File: src/awl_pkg.sv
package awl_pkg;

	// ====================
	// Widths
	// ====================
	// Warp coordinate
	localparam int WBW = 8;
	// Address word
	localparam int ABW = 16;
	// Lanes per warp and its log2
	localparam int VSIZE = 4;
	localparam int VSIZE_BW = 2;
	// Row pitch given as a left shift
	localparam int SS_BW = 4;
	localparam int ID_BW = 4;

	// ====================
	// Stage beats
	// ====================
	// Offset stage to memory-offset stage
	typedef struct packed {
		logic [ID_BW-1:0] id;
		logic [WBW-1:0]   x;
		logic [WBW-1:0]   y;
		logic             last;
	} ofs_beat_t;

	// Memory-offset stage to vector stage
	typedef struct packed {
		logic [ID_BW-1:0] id;
		logic [WBW-1:0]   x;
		logic [ABW-1:0]   row_addr;
		logic             row_ok;
		logic             last;
	} mofs_beat_t;

endpackage
File: src/awl_link_if.sv
interface awl_link_if #(
	parameter type beat_t = logic
);

	logic  valid;
	logic  ready;
	beat_t data;

	// Producer side of a link
	modport src (
		output valid,
		output data,
		input  ready
	);

	// Consumer side of a link
	modport dst (
		input  valid,
		input  data,
		output ready
	);

endinterface

File: src/accum_warp_looper.sv
module accum_warp_looper (
	input  logic                                   i_clk,
	input  logic                                   i_rst_n,
	// Job request
	input  logic                                   i_job_valid,
	output logic                                   o_job_ready,
	input  logic [awl_pkg::ID_BW-1:0]              i_job_id,
	input  logic [awl_pkg::ABW-1:0]                i_job_base,
	input  logic [awl_pkg::WBW-1:0]                i_job_x_beg,
	input  logic [awl_pkg::WBW-1:0]                i_job_x_end,
	input  logic [awl_pkg::WBW-1:0]                i_job_y_beg,
	input  logic [awl_pkg::WBW-1:0]                i_job_y_end,
	// Static configuration
	input  logic [awl_pkg::SS_BW-1:0]              i_row_shamt,
	input  logic [awl_pkg::WBW-1:0]                i_x_bound,
	input  logic [awl_pkg::WBW-1:0]                i_y_bound,
	// Warp addresses
	output logic                                   o_valid,
	input  logic                                   i_ready,
	output logic [awl_pkg::ID_BW-1:0]              o_id,
	output logic [awl_pkg::VSIZE*awl_pkg::ABW-1:0] o_address,
	output logic [awl_pkg::VSIZE-1:0]              o_lane_valid,
	output logic                                   o_retire
);

	// ====================
	// Links
	// ====================
	awl_link_if #(.beat_t(awl_pkg::ofs_beat_t))  u_ofs_link ();
	awl_link_if #(.beat_t(awl_pkg::mofs_beat_t)) u_mofs_link ();

	// ====================
	// Stages
	// ====================
	awl_offset_stage u_ofs (
		.i_clk       (i_clk),
		.i_rst_n     (i_rst_n),
		.i_job_valid (i_job_valid),
		.o_job_ready (o_job_ready),
		.i_job_id    (i_job_id),
		.i_job_x_beg (i_job_x_beg),
		.i_job_x_end (i_job_x_end),
		.i_job_y_beg (i_job_y_beg),
		.i_job_y_end (i_job_y_end),
		.dst         (u_ofs_link.src)
	);

	// Base is sampled per warp in this stage
	awl_memofs_stage u_mofs (
		.i_clk       (i_clk),
		.i_rst_n     (i_rst_n),
		.i_job_base  (i_job_base),
		.i_row_shamt (i_row_shamt),
		.i_y_bound   (i_y_bound),
		.src         (u_ofs_link.dst),
		.dst         (u_mofs_link.src)
	);

	awl_vector_stage u_vec (
		.i_clk        (i_clk),
		.i_rst_n      (i_rst_n),
		.i_x_bound    (i_x_bound),
		.src          (u_mofs_link.dst),
		.o_valid      (o_valid),
		.i_ready      (i_ready),
		.o_id         (o_id),
		.o_address    (o_address),
		.o_lane_valid (o_lane_valid),
		.o_retire     (o_retire)
	);

endmodule

File: src/awl_vector_stage.sv
module awl_vector_stage (
	input  logic                                        i_clk,
	input  logic                                        i_rst_n,
	input  logic [awl_pkg::WBW-1:0]                     i_x_bound,
	awl_link_if.dst                                     src,
	output logic                                        o_valid,
	input  logic                                        i_ready,
	output logic [awl_pkg::ID_BW-1:0]                   o_id,
	output logic [awl_pkg::VSIZE*awl_pkg::ABW-1:0]      o_address,
	output logic [awl_pkg::VSIZE-1:0]                   o_lane_valid,
	output logic                                        o_retire
);

	// ====================
	// Signals
	// ====================
	awl_pkg::mofs_beat_t                           in_beat;
	logic [awl_pkg::VSIZE*awl_pkg::ABW-1:0]        lane_addr;
	logic [awl_pkg::VSIZE-1:0]                     lane_ok;
	logic [awl_pkg::WBW+awl_pkg::VSIZE_BW-1:0]     bound_ext;
	logic                                          in_xfer;

	logic                                          valid_q;
	logic                                          retire_q;
	logic [awl_pkg::ID_BW-1:0]                     id_q;
	logic [awl_pkg::VSIZE*awl_pkg::ABW-1:0]        addr_q;
	logic [awl_pkg::VSIZE-1:0]                     mask_q;

	assign in_beat = src.data;
	assign bound_ext = {{awl_pkg::VSIZE_BW{1'b0}}, i_x_bound};

	// ====================
	// Lane expansion
	// ====================
	always_comb begin
		logic [awl_pkg::VSIZE_BW-1:0]             lane;
		logic [awl_pkg::WBW+awl_pkg::VSIZE_BW-1:0] elem;
		for (int l = 0; l < awl_pkg::VSIZE; l++) begin
			lane = l[awl_pkg::VSIZE_BW-1:0];
			// Element index is x*VSIZE + l
			elem = {in_beat.x, lane};
			lane_addr[l*awl_pkg::ABW +: awl_pkg::ABW] = in_beat.row_addr
				+ {{(awl_pkg::ABW - awl_pkg::VSIZE_BW){1'b0}}, lane};
			lane_ok[l] = in_beat.row_ok && (elem < bound_ext);
		end
	end

	// ====================
	// Output register
	// ====================
	assign src.ready = !valid_q || i_ready;
	assign in_xfer = src.valid && src.ready;

	always_ff @(posedge i_clk or negedge i_rst_n) begin
		if (!i_rst_n) begin
			valid_q <= 1'b0;
		end else if (src.ready) begin
			valid_q <= src.valid;
		end
	end

	// Retire is loaded with its warp and dropped once the warp leaves
	always_ff @(posedge i_clk or negedge i_rst_n) begin
		if (!i_rst_n) begin
			retire_q <= 1'b0;
		end else if (in_xfer) begin
			retire_q <= in_beat.last;
		end else if (i_ready) begin
			retire_q <= 1'b0;
		end
	end

	always_ff @(posedge i_clk) begin
		if (in_xfer) begin
			id_q   <= in_beat.id;
			addr_q <= lane_addr;
			mask_q <= lane_ok;
		end
	end

	assign o_valid      = valid_q;
	assign o_id         = id_q;
	assign o_address    = addr_q;
	assign o_lane_valid = mask_q;
	assign o_retire     = retire_q;

	a_retire_valid: assert property (@(posedge i_clk) disable iff (!i_rst_n)
		o_retire |-> o_valid);

endmodule

File: src/awl_memofs_stage.sv
module awl_memofs_stage (
	input  logic                      i_clk,
	input  logic                      i_rst_n,
	input  logic [awl_pkg::ABW-1:0]   i_job_base,
	input  logic [awl_pkg::SS_BW-1:0] i_row_shamt,
	input  logic [awl_pkg::WBW-1:0]   i_y_bound,
	awl_link_if.dst                   src,
	awl_link_if.src                   dst
);

	// ====================
	// Signals
	// ====================
	awl_pkg::ofs_beat_t      in_beat;
	awl_pkg::mofs_beat_t     next_beat;
	awl_pkg::mofs_beat_t     beat_q;
	logic                    valid_q;
	logic                    in_xfer;

	logic [awl_pkg::ABW-1:0] x_ext;
	logic [awl_pkg::ABW-1:0] y_ext;
	logic [awl_pkg::ABW-1:0] row_ofs;
	logic [awl_pkg::ABW-1:0] col_ofs;

	assign in_beat = src.data;

	// ====================
	// Row address
	// ====================
	assign x_ext = {{(awl_pkg::ABW - awl_pkg::WBW){1'b0}}, in_beat.x};
	assign y_ext = {{(awl_pkg::ABW - awl_pkg::WBW){1'b0}}, in_beat.y};
	// Rows are a power of two apart
	assign row_ofs = y_ext << i_row_shamt;
	// One warp covers VSIZE consecutive words
	assign col_ofs = x_ext << awl_pkg::VSIZE_BW;

	always_comb begin
		next_beat.id       = in_beat.id;
		next_beat.x        = in_beat.x;
		// Wraps at 2^ABW
		next_beat.row_addr = i_job_base + row_ofs + col_ofs;
		next_beat.row_ok   = in_beat.y < i_y_bound;
		next_beat.last     = in_beat.last;
	end

	// ====================
	// Pipeline register
	// ====================
	assign src.ready = !valid_q || dst.ready;
	assign in_xfer = src.valid && src.ready;

	always_ff @(posedge i_clk or negedge i_rst_n) begin
		if (!i_rst_n) begin
			valid_q <= 1'b0;
		end else if (src.ready) begin
			valid_q <= src.valid;
		end
	end

	always_ff @(posedge i_clk) begin
		if (in_xfer) begin
			beat_q <= next_beat;
		end
	end

	assign dst.valid = valid_q;
	assign dst.data  = beat_q;

	// Upstream keeps its beat steady while this stage stalls it
	a_src_hold: assert property (@(posedge i_clk) disable iff (!i_rst_n)
		src.valid && !src.ready |=> src.valid && $stable(src.data));

endmodule

File: src/awl_offset_stage.sv
module awl_offset_stage (
	input  logic                      i_clk,
	input  logic                      i_rst_n,
	input  logic                      i_job_valid,
	output logic                      o_job_ready,
	input  logic [awl_pkg::ID_BW-1:0] i_job_id,
	input  logic [awl_pkg::WBW-1:0]   i_job_x_beg,
	input  logic [awl_pkg::WBW-1:0]   i_job_x_end,
	input  logic [awl_pkg::WBW-1:0]   i_job_y_beg,
	input  logic [awl_pkg::WBW-1:0]   i_job_y_end,
	awl_link_if.src                   dst
);

	// ====================
	// State
	// ====================
	logic                      busy;
	logic [awl_pkg::WBW-1:0]   cur_x;
	logic [awl_pkg::WBW-1:0]   cur_y;
	logic [awl_pkg::WBW-1:0]   x_beg_q;
	logic [awl_pkg::WBW-1:0]   x_end_q;
	logic [awl_pkg::WBW-1:0]   y_beg_q;
	logic [awl_pkg::WBW-1:0]   y_end_q;
	logic [awl_pkg::ID_BW-1:0] id_q;

	logic                      job_acc;
	logic                      job_nonempty;
	logic                      x_at_end;
	logic                      y_at_end;
	logic                      beat_last;
	logic                      beat_xfer;
	awl_pkg::ofs_beat_t        beat;

	// ====================
	// Control
	// ====================
	assign o_job_ready = !busy;
	assign job_acc = i_job_valid && !busy;
	// Empty rectangles are swallowed without a single beat
	assign job_nonempty = (i_job_x_beg < i_job_x_end) && (i_job_y_beg < i_job_y_end);

	assign x_at_end = cur_x == x_end_q - 1;
	assign y_at_end = cur_y == y_end_q - 1;
	assign beat_last = x_at_end && y_at_end;
	assign beat_xfer = dst.valid && dst.ready;

	always_ff @(posedge i_clk or negedge i_rst_n) begin
		if (!i_rst_n) begin
			busy <= 1'b0;
		end else if (job_acc) begin
			busy <= job_nonempty;
		end else if (beat_xfer && beat_last) begin
			busy <= 1'b0;
		end
	end

	// Row-major walk, columns wrap back to x_beg at the end of a row
	always_ff @(posedge i_clk) begin
		if (job_acc) begin
			id_q    <= i_job_id;
			x_beg_q <= i_job_x_beg;
			x_end_q <= i_job_x_end;
			y_beg_q <= i_job_y_beg;
			y_end_q <= i_job_y_end;
			cur_x   <= i_job_x_beg;
			cur_y   <= i_job_y_beg;
		end else if (beat_xfer && !beat_last) begin
			if (x_at_end) begin
				cur_x <= x_beg_q;
				cur_y <= cur_y + 1;
			end else begin
				cur_x <= cur_x + 1;
			end
		end
	end

	// ====================
	// Output beat
	// ====================
	always_comb begin
		beat.id   = id_q;
		beat.x    = cur_x;
		beat.y    = cur_y;
		beat.last = beat_last;
	end

	assign dst.valid = busy;
	assign dst.data  = beat;

	// Position never leaves the latched rectangle
	a_pos_in_bounds: assert property (@(posedge i_clk) disable iff (!i_rst_n)
		busy |-> (cur_x >= x_beg_q && cur_x < x_end_q && cur_y >= y_beg_q && cur_y < y_end_q));

endmodule

File: config.mk
export PLATFORM = sky130hd
export DESIGN_NAME = accum_warp_looper
export DESIGN_NICKNAME = d
export VERILOG_FILES = /design/src/awl_pkg.sv /design/src/awl_link_if.sv /design/src/accum_warp_looper.sv /design/src/awl_vector_stage.sv /design/src/awl_memofs_stage.sv /design/src/awl_offset_stage.sv
export SDC_FILE = /design/constraint.sdc
export NUM_CORES = 1
export LEC_CHECK = 0
export ABC_AREA = 1
export BUFFER_PORTS_ARGS = -buffer_cell sky130_fd_sc_hd__buf_2
export CAP_MARGIN = 20
export CORE_AREA = 4 4 137 139
export CTS_CLUSTER_SIZE = 24
export DETAILED_ROUTE_END_ITERATION = 7
export DIE_AREA = 0 0 141 143
export PLACE_DENSITY = 0.74
export SETUP_SLACK_MARGIN = 0.5
export SYNTH_ARGS = -nofsm -noshare
export SYNTH_HDL_FRONTEND = slang
export SYNTH_HIERARCHICAL = 1
export SYNTH_SLANG_ARGS = --single-unit
File: constraint.sdc
create_clock -name i_clk -period 2.85 [get_ports i_clk]
set_clock_uncertainty 0.15 [all_clocks]
set_input_delay 0.4275 -clock i_clk [delete_from_list [all_inputs] [get_ports i_clk]]
set_output_delay 0.4275 -clock i_clk [all_outputs]
set_load 0.01 [all_outputs]
==> flow_summary.json, run 1 <==
{
  "worstSkewPairLatency_ns": 0.43,
  "finalHoldViolations": 0,
  "clkPwrFrac": 0.185,
  "clk_transition_reported_paths_ns": 0.07,
  "dp_cells": 1387,
  "gp_congestion": 0.884,
  "violations": "negative setup slack",
  "yosysSeqAreaShare": 0.491,
  "ys_ff_latch": 148,
  "endpoint": "u_mofs/dst.data[12]",
  "internal-power_mw": 7.09,
  "grt_pass1_vias": 6965,
  "crit_fanout": 4,
  "setup_viol": 5,
  "portBuffers": 150,
  "finalMaxSlewViolations": 0,
  "cts_sinks": 148,
  "endpoint_kind": "flip-flop",
  "chipHeight_um": 143,
  "syn_nets": 1112,
  "crit_type": "flip-flop to flip-flop",
  "highest_layer": "met4",
  "power_frac_seq": 0.368,
  "row_count": 49,
  "drt_wl_total_um": 20700,
  "switching_share": 0.395,
  "final_nets": 1330,
  "reg2reg_from": "u_ofs/cur_y[4]",
  "core-area_um2": 17700,
  "cts_tree": "done",
  "critPathRequiredTime_ns": 2.88,
  "finalSetupTns_ns": -0.281,
  "tightestPinTransition_ns": 0.604,
  "p_per_area_nw_per_um2": 1020,
  "syn2layout_area_growth_pct": 27.8,
  "ir_worst_vdd_uv": 599,
  "reg2regPathDepth": 16,
  "period_share": 1.03,
  "cts_root_buf": "clkbuf_16",
  "reg2reg_slack_ns": -0.08,
  "worst_hold_slack_ns": 0.0205,
  "status": "finished with violations",
  "fmaxAchievable_ghz": 0.341,
  "grtUsageTotal": 0.203,
  "maxCapViolCount": 0,
  "slew-limit-headroom": 0.596,
  "num_io_pins": 151,
  "dieArea_um2": 20200,
  "route.detailed.drc": 0,
  "drtIter0Drc": 465,
  "wire_per_inst_um": 14.5,
  "finalNonFillerCells": 1429,
  "grt_max_degree": 72,
  "grt_pass1_wl_um": 32400,
  "ys_warn_count": 6,
  "fin_total_pwr_mw": 11.7,
  "dpl.hpwl_um": 15700,
  "comb_power_share": 0.447,
  "h-tree-depth": 4,
  "syn_area_per_cell_um2": 9.30,
  "wl_met2_um": 10800,
  "holdPathStages": 1,
  "antenna_cells": 0,
  "period_needed_ns": 2.93,
  "via_count": 7243,
  "r2r_end": "u_mofs/dst.data[12]",
  "fin_ws_ns": -0.0812,
  "antenna_found_initial": 0,
  "dieWidth_um": 141,
  "drive_above_1_share": 0.331,
  "crit_arrival_ns": 2.96,
  "async_reset_ff_frac": 0.0270,
  "ys_types": 44,
  "place_area_um2": 10500,
  "m1WireLength_um": 8240,
  "start_util": 0.511,
  "dr.pass1.iters": 5,
  "syn_area_um2": 9020,
  "hold_class": "input port to flip-flop",
  "mostFrequentLayoutCells": "nand2_1, buf_2, edfxtp_1",
  "syn_inst": 970,
  "wl_met3_um": 1260,
  "gr-total-overflow": 0,
  "worstSetupStartpointType": "flip-flop",
  "fill_cells": 1401,
  "rsz0062_at_grt": "true",
  "synth_ff_type": "edfxtp_1",
  "startpoint": "u_ofs/cur_y[4]",
  "cts_buffers": 17,
  "final_common_cell": "nand2_1",
  "fin_util": 0.652,
  "dp_slack_ns": -0.307,
  "fin_area_um2": 11500,
  "synth_edf_count": 144,
  "static-leakage-power_nw": 5.43,
  "viasPerCell": 5.07,
  "antenna_left": 0,
  "clk_path_buf_depth": 2,
  "p_sw_mw": 4.62
}
## power groups by stage
stage	sequential [mW]	clock [mW]	combinational (mW)
global placement	4.33	0	4.61
finish	4.32	2.17	5.23
global route	4.41	2.31	5.77
CTS	4.34	2.21	4.90
floorplan	4.47	0	2.94
detailed placement	4.38	0	4.70
## cell type report
type,count,area [um2],area share
multi-input combinational,665,4430,0.385
sequential,148,4420,0.384
timing repair buffer,214,1270,0.110
inverter,142,542,0.0470
clock buffer,17,425,0.0369
tap,229,287,0.0249
clock inverter,14,141,0.0123
## critical path, cell delays in order (launching register included)
cell	delay, ns
edfxtp_1	0.41
or2_1	0.24
o21ai_2	0.08
nand2_2	0.06
o21ai_2	0.08
o21ai_2	0.09
and2_4	0.14
fa_1	0.50
ha_4	0.33
buf_6	0.11
nand2_4	0.05
nor2_4	0.11
nand2_1	0.08
nand2_2	0.09
nand2_2	0.06
nand3_2	0.05
nand2_1	0.04
## sequential cells by signal (all words and copies together), names as in the netlist
signal	cells
u_mofs/dst.valid	1
u_vec/o_lane_valid	4
u_vec/o_id	4
u_vec/o_address	62
u_ofs/dst.valid	1
u_ofs/cur_x	8
u_vec/o_retire	1
u_ofs/y_end_q	8
u_ofs/cur_y	8
u_vec/o_valid	1
u_ofs/x_beg_q	8
u_ofs/x_end_q	8
u_mofs/dst.data	30
u_ofs/id_q	4
## synth_stat cells, types with 2 or more instances
cell type | number | share of area
nor2_2 | 11 | 0.0076
nor2_8 | 3 | 0.0067
inv_1 | 131 | 0.055
a21oi_1 | 26 | 0.014
or2_1 | 2 | 0.0014
o21a_1 | 3 | 0.0025
nand2_2 | 13 | 0.0090
nand2_4 | 3 | 0.0037
ha_1 | 57 | 0.079
o31ai_1 | 2 | 0.0017
buf_6 | 3 | 0.0037
buf_4 | 7 | 0.0058
o21ai_0 | 14 | 0.0078
xnor2_1 | 10 | 0.0097
a21oi_2 | 2 | 0.0019
inv_2 | 10 | 0.0042
clkbuf_1 | 2 | 0.00083
nor3_1 | 5 | 0.0028
o21ai_1 | 8 | 0.0044
nand3_1 | 88 | 0.049
and2_1 | 2 | 0.0014
o211ai_1 | 6 | 0.0050
o21ai_2 | 7 | 0.0068
a21o_1 | 2 | 0.0017
nor2_4 | 4 | 0.0050
edfxtp_1 | 144 | 0.48
nor2_1 | 59 | 0.025
nand2_1 | 263 | 0.11
nand4_1 | 12 | 0.0083
nand3_2 | 6 | 0.0067
xor2_1 | 41 | 0.040
dfrtp_1 | 4 | 0.011
fa_1 | 9 | 0.020
## layer usage
layer / vias to the layer above / global-route usage
li1: 3633 / -
met2: 220 / 0.376
met1: 3360 / 0.233
met4: 0 / 0.0729
met3: 30 / 0.0415
met5: - / 0
## logic make-up (layout without fill, tap and decap cells)
family                     after synthesis  after routing  synth area share
buffers and inverters                  157            387            0.0730
AOI/OAI and AO/OA                       72             72            0.0477
adders and majority gates               66             66            0.0991
xor gates and xnor gates                51             51            0.0495
DFF                                    148            148             0.491
and+or+nand+nor                        476            476             0.240
## how the worst min path moves through the flow
stage,from,endpoint,slack (ns)
floorplan,i_rst_n,u_mofs/dst.valid,-0.02
global route,i_job_id[2],u_ofs/id_q[2],0.007
finish,i_job_id[2],u_ofs/id_q[2],0.02
detailed placement,i_rst_n,u_vec/o_valid,0.09
CTS,i_job_id[3],u_ofs/id_q[3],0.009
global placement,i_rst_n,u_ofs/dst.valid,0.09
## what timing repair did
action | 4_1_cts | 5_1_grt
gates resized for setup | 22 | 71
hold endpoints to repair | 4 | 0
pin swaps | 22 | 39
buffers inserted | 2 | 8
hold buffers | 1 | 0
endpoints found under the setup margin | 29 | 37
(Power assumes the default switching activity.)
==> run 2, diff against run 1 <==
- PLACE_DENSITY: 0.74 -> 0.78
==> flow_summary.json, run 2 (synthesis gave the netlist of run 1 again) <==
{
  "status": "finished with violations",
  "fin_total_pwr_mw": 12.1,
  "dieArea_um2": 20200,
  "period_needed_ns": 2.91,
  "portBuffers": 150,
  "syn2layout_area_growth_pct": 28.6,
  "finalMaxSlewViolations": 0,
  "place_area_um2": 10500,
  "row_count": 49,
  "wl_met3_um": 1190,
  "viasPerCell": 5.09,
  "route.detailed.drc": 0,
  "largest_register_ffs": 62,
  "chipHeight_um": 143,
  "hold_class": "input port to flip-flop",
  "dp_slack_ns": -0.317,
  "cts_tree": "done",
  "fmaxAchievable_ghz": 0.343,
  "finalNonFillerCells": 1423,
  "final_common_cell": "nand2_1",
  "grtUsageTotal": 0.209,
  "fill_cells": 1328,
  "mostFrequentLayoutCells": "nand2_1, buf_2, edfxtp_1",
  "cts_buffers": 17,
  "endpoint_kind": "flip-flop",
  "highest_layer": "met5",
  "fin_area_um2": 11600,
  "dp_cells": 1380,
  "drt_wl_total_um": 21300,
  "grt_pass1_wl_um": 33300,
  "cts_sinks": 148,
  "static-leakage-power_nw": 5.43,
  "finalSetupTns_ns": -0.151,
  "wl_met2_um": 11300,
  "tightestPinTransition_ns": 0.578,
  "worst_hold_slack_ns": 0.0249,
  "m1WireLength_um": 8360,
  "violations": "negative setup slack",
  "ir_worst_vdd_uv": 652,
  "crit_fanout": 4,
  "num_io_pins": 151,
  "maxCapViolCount": 0,
  "antenna_found_initial": 1,
  "cts_root_buf": "clkbuf_16",
  "clk_transition_reported_paths_ns": 0.06,
  "slew-limit-headroom": 0.614,
  "via_count": 7249,
  "core-area_um2": 17700,
  "dpl.hpwl_um": 15800,
  "crit_arrival_ns": 2.94,
  "worstSkewPairLatency_ns": 0.43,
  "wire_per_inst_um": 15.0,
  "gp_congestion": 0.919,
  "crit_type": "flip-flop to flip-flop",
  "antenna_cells": 0,
  "critPathRequiredTime_ns": 2.88,
  "crit_chain": "nand2_2, and2_4, nor2_2, nand2_1, o21ai_2, and2_4, fa_1, ha_4, nand2_4, nor3_2, nor2_1, nor2_1, nor2_1, nand3_1, nand2_1",
  "clk_path_buf_depth": 2,
  "dieWidth_um": 141,
  "grt_max_degree": 72,
  "grt_pass1_vias": 7146,
  "slowest_stage": "fa_1",
  "period_share": 1.02,
  "h-tree-depth": 4,
  "p_per_area_nw_per_um2": 1050,
  "final_nets": 1323,
  "rsz0062_at_grt": "true",
  "gr-total-overflow": 0,
  "drtIter0Drc": 368,
  "finalHoldViolations": 0,
  "setup_viol": 4,
  "fin_util": 0.657,
  "worstSetupStartpointType": "flip-flop",
  "path_common_cell": "nor2_1",
  "fin_ws_ns": -0.0635,
  "dr.pass1.iters": 5,
  "start_util": 0.511,
  "antenna_left": 0,
  "drive_above_1_share": 0.335,
  "max_stage_delay_ns": 0.44
}
run 2: changes by cell type in the layout (fill, tap and decap cells not counted), moves of 2 or more:
| cell | before | now |
|---|---|---|
| a21oi_1 | 18 | 16 |
| buf_4 | 56 | 51 |
| buf_6 | 6 | 3 |
| bufinv_16 | 1 | 4 |
| fa_1 | 6 | 3 |
| fa_2 | 3 | 6 |
| inv_6 | 7 | 5 |
| nand2_1 | 236 | 229 |
| nand2_2 | 30 | 37 |
| nand3_1 | 73 | 76 |
| nand3_2 | 20 | 16 |
| nor2_1 | 46 | 48 |
| o21ai_2 | 10 | 8 |
| o21ai_4 | 1 | 4 |
run 2: worst paths after layout:
| check | startpoint | endpoint | slack (ns) | cells past startpoint |
|---|---|---|---|---|
| worst min-delay path | i_job_id[2] | u_ofs/id_q[2] | 0.02 | 1 |
| min in group asynchronous | i_rst_n | u_vec/o_retire | 0.21 | 2 |
| max in group asynchronous | i_rst_n | u_mofs/dst.valid | 2.22 | 2 |
| worst min register to register | u_mofs/dst.data[26] | u_vec/o_id[0] | 0.27 | 0 |
| worst max register to register | u_ofs/cur_y[0] | u_mofs/dst.data[17] | -0.06 | 15 |
| worst max-delay path | u_ofs/cur_y[0] | u_mofs/dst.data[17] | -0.06 | 15 |
run 2: final cells by class:
type / instances / area [um2] / area share
Clock buffer: 17 / 425 / 0.0367
Multi-Input combinational cell: 665 / 4480 / 0.386
Inverter: 142 / 542 / 0.0467
Sequential cell: 148 / 4420 / 0.382
Tap cell: 229 / 287 / 0.0247
Clock inverter: 15 / 218 / 0.0188
Timing Repair Buffer: 207 / 1220 / 0.105
run 2: timing repair:
item	in CTS	in global routing
pin swaps	23	33
endpoints found under the hold margin	4	0
gates cloned	0	0
gates resized for setup	29	73
endpoints found under the setup margin	29	29
hold buffers	1	0
setup buffers	4	6
run 2: where the power goes:
group,leakage (nW),internal [mW],switching (mW)
sequential,1.44,3.72,0.594
combinational,3.67,2.17,3.18
clock,0.311,1.49,0.949
total,5.43,7.39,4.73
run 2: critical path: cells and delay by family, from the launching register on:
family	cells	cell delay (ns)
adder cells (fa/ha/maj)	2	0.80
AO/OA/AOI/OAI	1	0.08
AND/OR/NAND/NOR	12	1.24
flip-flops	1	0.40
run 2: routing by layer:
layer / track usage / up-vias
li1: - / 3616
met1: 0.240 / 3385
met2: 0.383 / 211
met3: 0.0425 / 35
met4: 0.0806 / 2
met5: 0 / -
==> run 3, diff against run 2 <==
- SKIP_LAST_GASP: not set -> 1
==> flow_summary.json, run 3 (synthesis gave the netlist of run 1 again) <==
{
  "status": "finished with violations",
  "violations": "negative setup slack",
  "num_io_pins": 151,
  "rsz0062_at_grt": "true",
  "grt_pass1_vias": 7146,
  "viasPerCell": 5.05,
  "finalHoldViolations": 0,
  "cts_sinks": 148,
  "setup_viol": 3,
  "row_count": 49,
  "dieWidth_um": 141,
  "power_frac_seq": 0.363,
  "antenna_found_initial": 1,
  "syn2layout_area_growth_pct": 27.0,
  "grt_max_degree": 72,
  "holdCritStartpoint": "i_job_id[2]",
  "dpl.hpwl_um": 15800,
  "portBuffers": 150,
  "route.detailed.drc": 0,
  "clkPwrFrac": 0.205,
  "static-leakage-power_nw": 5.39,
  "maxCapViolCount": 0,
  "path_buf_inv": 0,
  "mostFrequentLayoutCells": "nand2_1, buf_2, edfxtp_1",
  "ir_worst_vdd_uv": 647,
  "place_area_um2": 10500,
  "period_needed_ns": 2.90,
  "path_common_cell": "nor2_1",
  "comb_power_share": 0.432,
  "drtIter0Drc": 341,
  "gr-total-overflow": 0,
  "cts_root_buf": "clkbuf_16",
  "drt_wl_total_um": 20800,
  "final_nets": 1322,
  "fin_ws_ns": -0.0511,
  "finalMaxSlewViolations": 0,
  "dieArea_um2": 20200,
  "endpoint_kind": "flip-flop",
  "p_per_area_nw_per_um2": 1040,
  "clk_path_buf_depth": 2,
  "start_util": 0.511,
  "crit_chain": "or2_1, o21ai_2, nand2_1, nand2_2, nand2_2, o21ai_2, nor2_2, fa_1, ha_4, nand2_4, nor3_2, nor2_1, nor2_1, nor2_1, nand3_1, nand2_1",
  "r2r_end": "u_mofs/dst.data[17]",
  "chipHeight_um": 143,
  "antenna_cells": 0,
  "max_stage_delay_ns": 0.48,
  "slew-limit-headroom": 0.616,
  "tightestPinTransition_ns": 0.575,
  "wire_per_inst_um": 14.6,
  "finalNonFillerCells": 1422,
  "reg2reg_from": "u_ofs/cur_y[4]",
  "reg2regPathDepth": 16,
  "core-area_um2": 17700,
  "worstSkewPairLatency_ns": 0.43,
  "final_common_cell": "nand2_1",
  "h-tree-depth": 4,
  "grt_pass1_wl_um": 33300,
  "via_count": 7180,
  "critPathRequiredTime_ns": 2.88,
  "dr.pass1.iters": 5,
  "grtUsageTotal": 0.209,
  "largest_register_ffs": 62,
  "p_sw_mw": 4.58,
  "clk_transition_reported_paths_ns": 0.07,
  "gp_congestion": 0.919,
  "internal-power_mw": 7.31,
  "fin_area_um2": 11500,
  "worstSetupStartpointType": "flip-flop",
  "hold_path_end": "u_ofs/id_q[2]",
  "period_share": 1.02,
  "slowest_stage": "fa_1",
  "crit_fanout": 4,
  "crit_type": "flip-flop to flip-flop",
  "drive_above_1_share": 0.314,
  "cts_buffers": 17,
  "crit_arrival_ns": 2.93,
  "antenna_left": 0,
  "holdPathStages": 1,
  "fmaxAchievable_ghz": 0.345,
  "reg2reg_slack_ns": -0.05,
  "crit_family": "simple AND/OR/NAND/NOR gates",
  "cts_tree": "done",
  "fin_util": 0.649,
  "dp_cells": 1380,
  "hold_class": "input port to flip-flop",
  "switching_share": 0.386
}
## run 3: cell count changes in the layout (fill, tap and decap cells not counted), sizes merged
cell and delta:
buf -1
## run 3: power by group through the flow
| stage | logic [mW] | clock network (mW) | registers, mW |
|---|---|---|---|
| 5_1_grt | 5.68 | 2.58 | 4.42 |
| 4_1_cts | 4.95 | 2.48 | 4.33 |
| 3_3_place_gp | 4.59 | 0 | 4.33 |
| 3_5_place_dp | 4.70 | 0 | 4.37 |
| 6_report | 5.14 | 2.44 | 4.31 |
| 2_1_floorplan | 2.94 | 0 | 4.47 |
## run 3: worst register-to-register path, stage by stage (launching register included)
cell and delay (ns):
edfxtp_1 0.41, or2_1 0.25, o21ai_2 0.07, nand2_1 0.08, nand2_2 0.08, nand2_2 0.05, o21ai_2 0.07, nor2_2 0.07
fa_1 0.48, ha_4 0.34, nand2_4 0.07, nor3_2 0.17, nor2_1 0.07, nor2_1 0.12, nor2_1 0.05, nand3_1 0.07
nand2_1 0.05
## run 3: area by class of cell
| cell class | count | area [um2] |
|---|---|---|
| repair buffers | 206 | 1200 |
| flip-flops and latches | 148 | 4420 |
| multi-input cells | 665 | 4350 |
| well taps | 229 | 287 |
| clock buffers | 17 | 425 |
| clock inverters | 15 | 218 |
| fillers | 1347 | 6210 |
| inverters | 142 | 542 |
## run 3: what timing repair did
action / CTS / global route
setup buffers: 4 / 5
endpoints found under the hold margin: 4 / 0
endpoints found under the setup margin: 29 / 29
pin swaps: 23 / 21
gates resized for setup: 28 / 39
hold buffers: 1 / 0
## run 3: worst max-delay path by stage
stage                         from  depth (start not counted)             endpoint  slack [ns]
finish              u_ofs/cur_y[4]                         16  u_mofs/dst.data[17]       -0.05
global route        u_ofs/cur_y[6]                         16  u_mofs/dst.data[17]       -0.18
CTS                 u_ofs/cur_y[4]                         15  u_mofs/dst.data[17]       -0.02
detailed placement  i_row_shamt[0]                         15  u_mofs/dst.data[17]       -0.32
global placement    i_row_shamt[0]                         15  u_mofs/dst.data[17]       -0.25
floorplan           i_row_shamt[0]                         17  u_mofs/dst.data[13]       -0.06
## run 3: metrics by stage
stage                     power, mW  TNS, ns  worst slack (ns)  hold slack [ns]
after floorplan                7.41   -0.142           -0.0576          -0.0181
after global placement         8.92    -1.92            -0.250           0.0855
after detailed placement       9.07    -2.44            -0.317           0.0889
after CTS                      11.8  -0.0520           -0.0171           0.0126
after global routing           12.7   -0.951            -0.178          0.00775
final                          11.9  -0.0758           -0.0511           0.0247
## run 3: layer usage
layer / up-vias / global-route usage / part of all wire
met5: - / 0 / 0.00063
met4: 2 / 0.0806 / 0.019
met3: 30 / 0.0425 / 0.057
met2: 220 / 0.383 / 0.53
met1: 3312 / 0.240 / 0.40
li1: 3616 / - / -
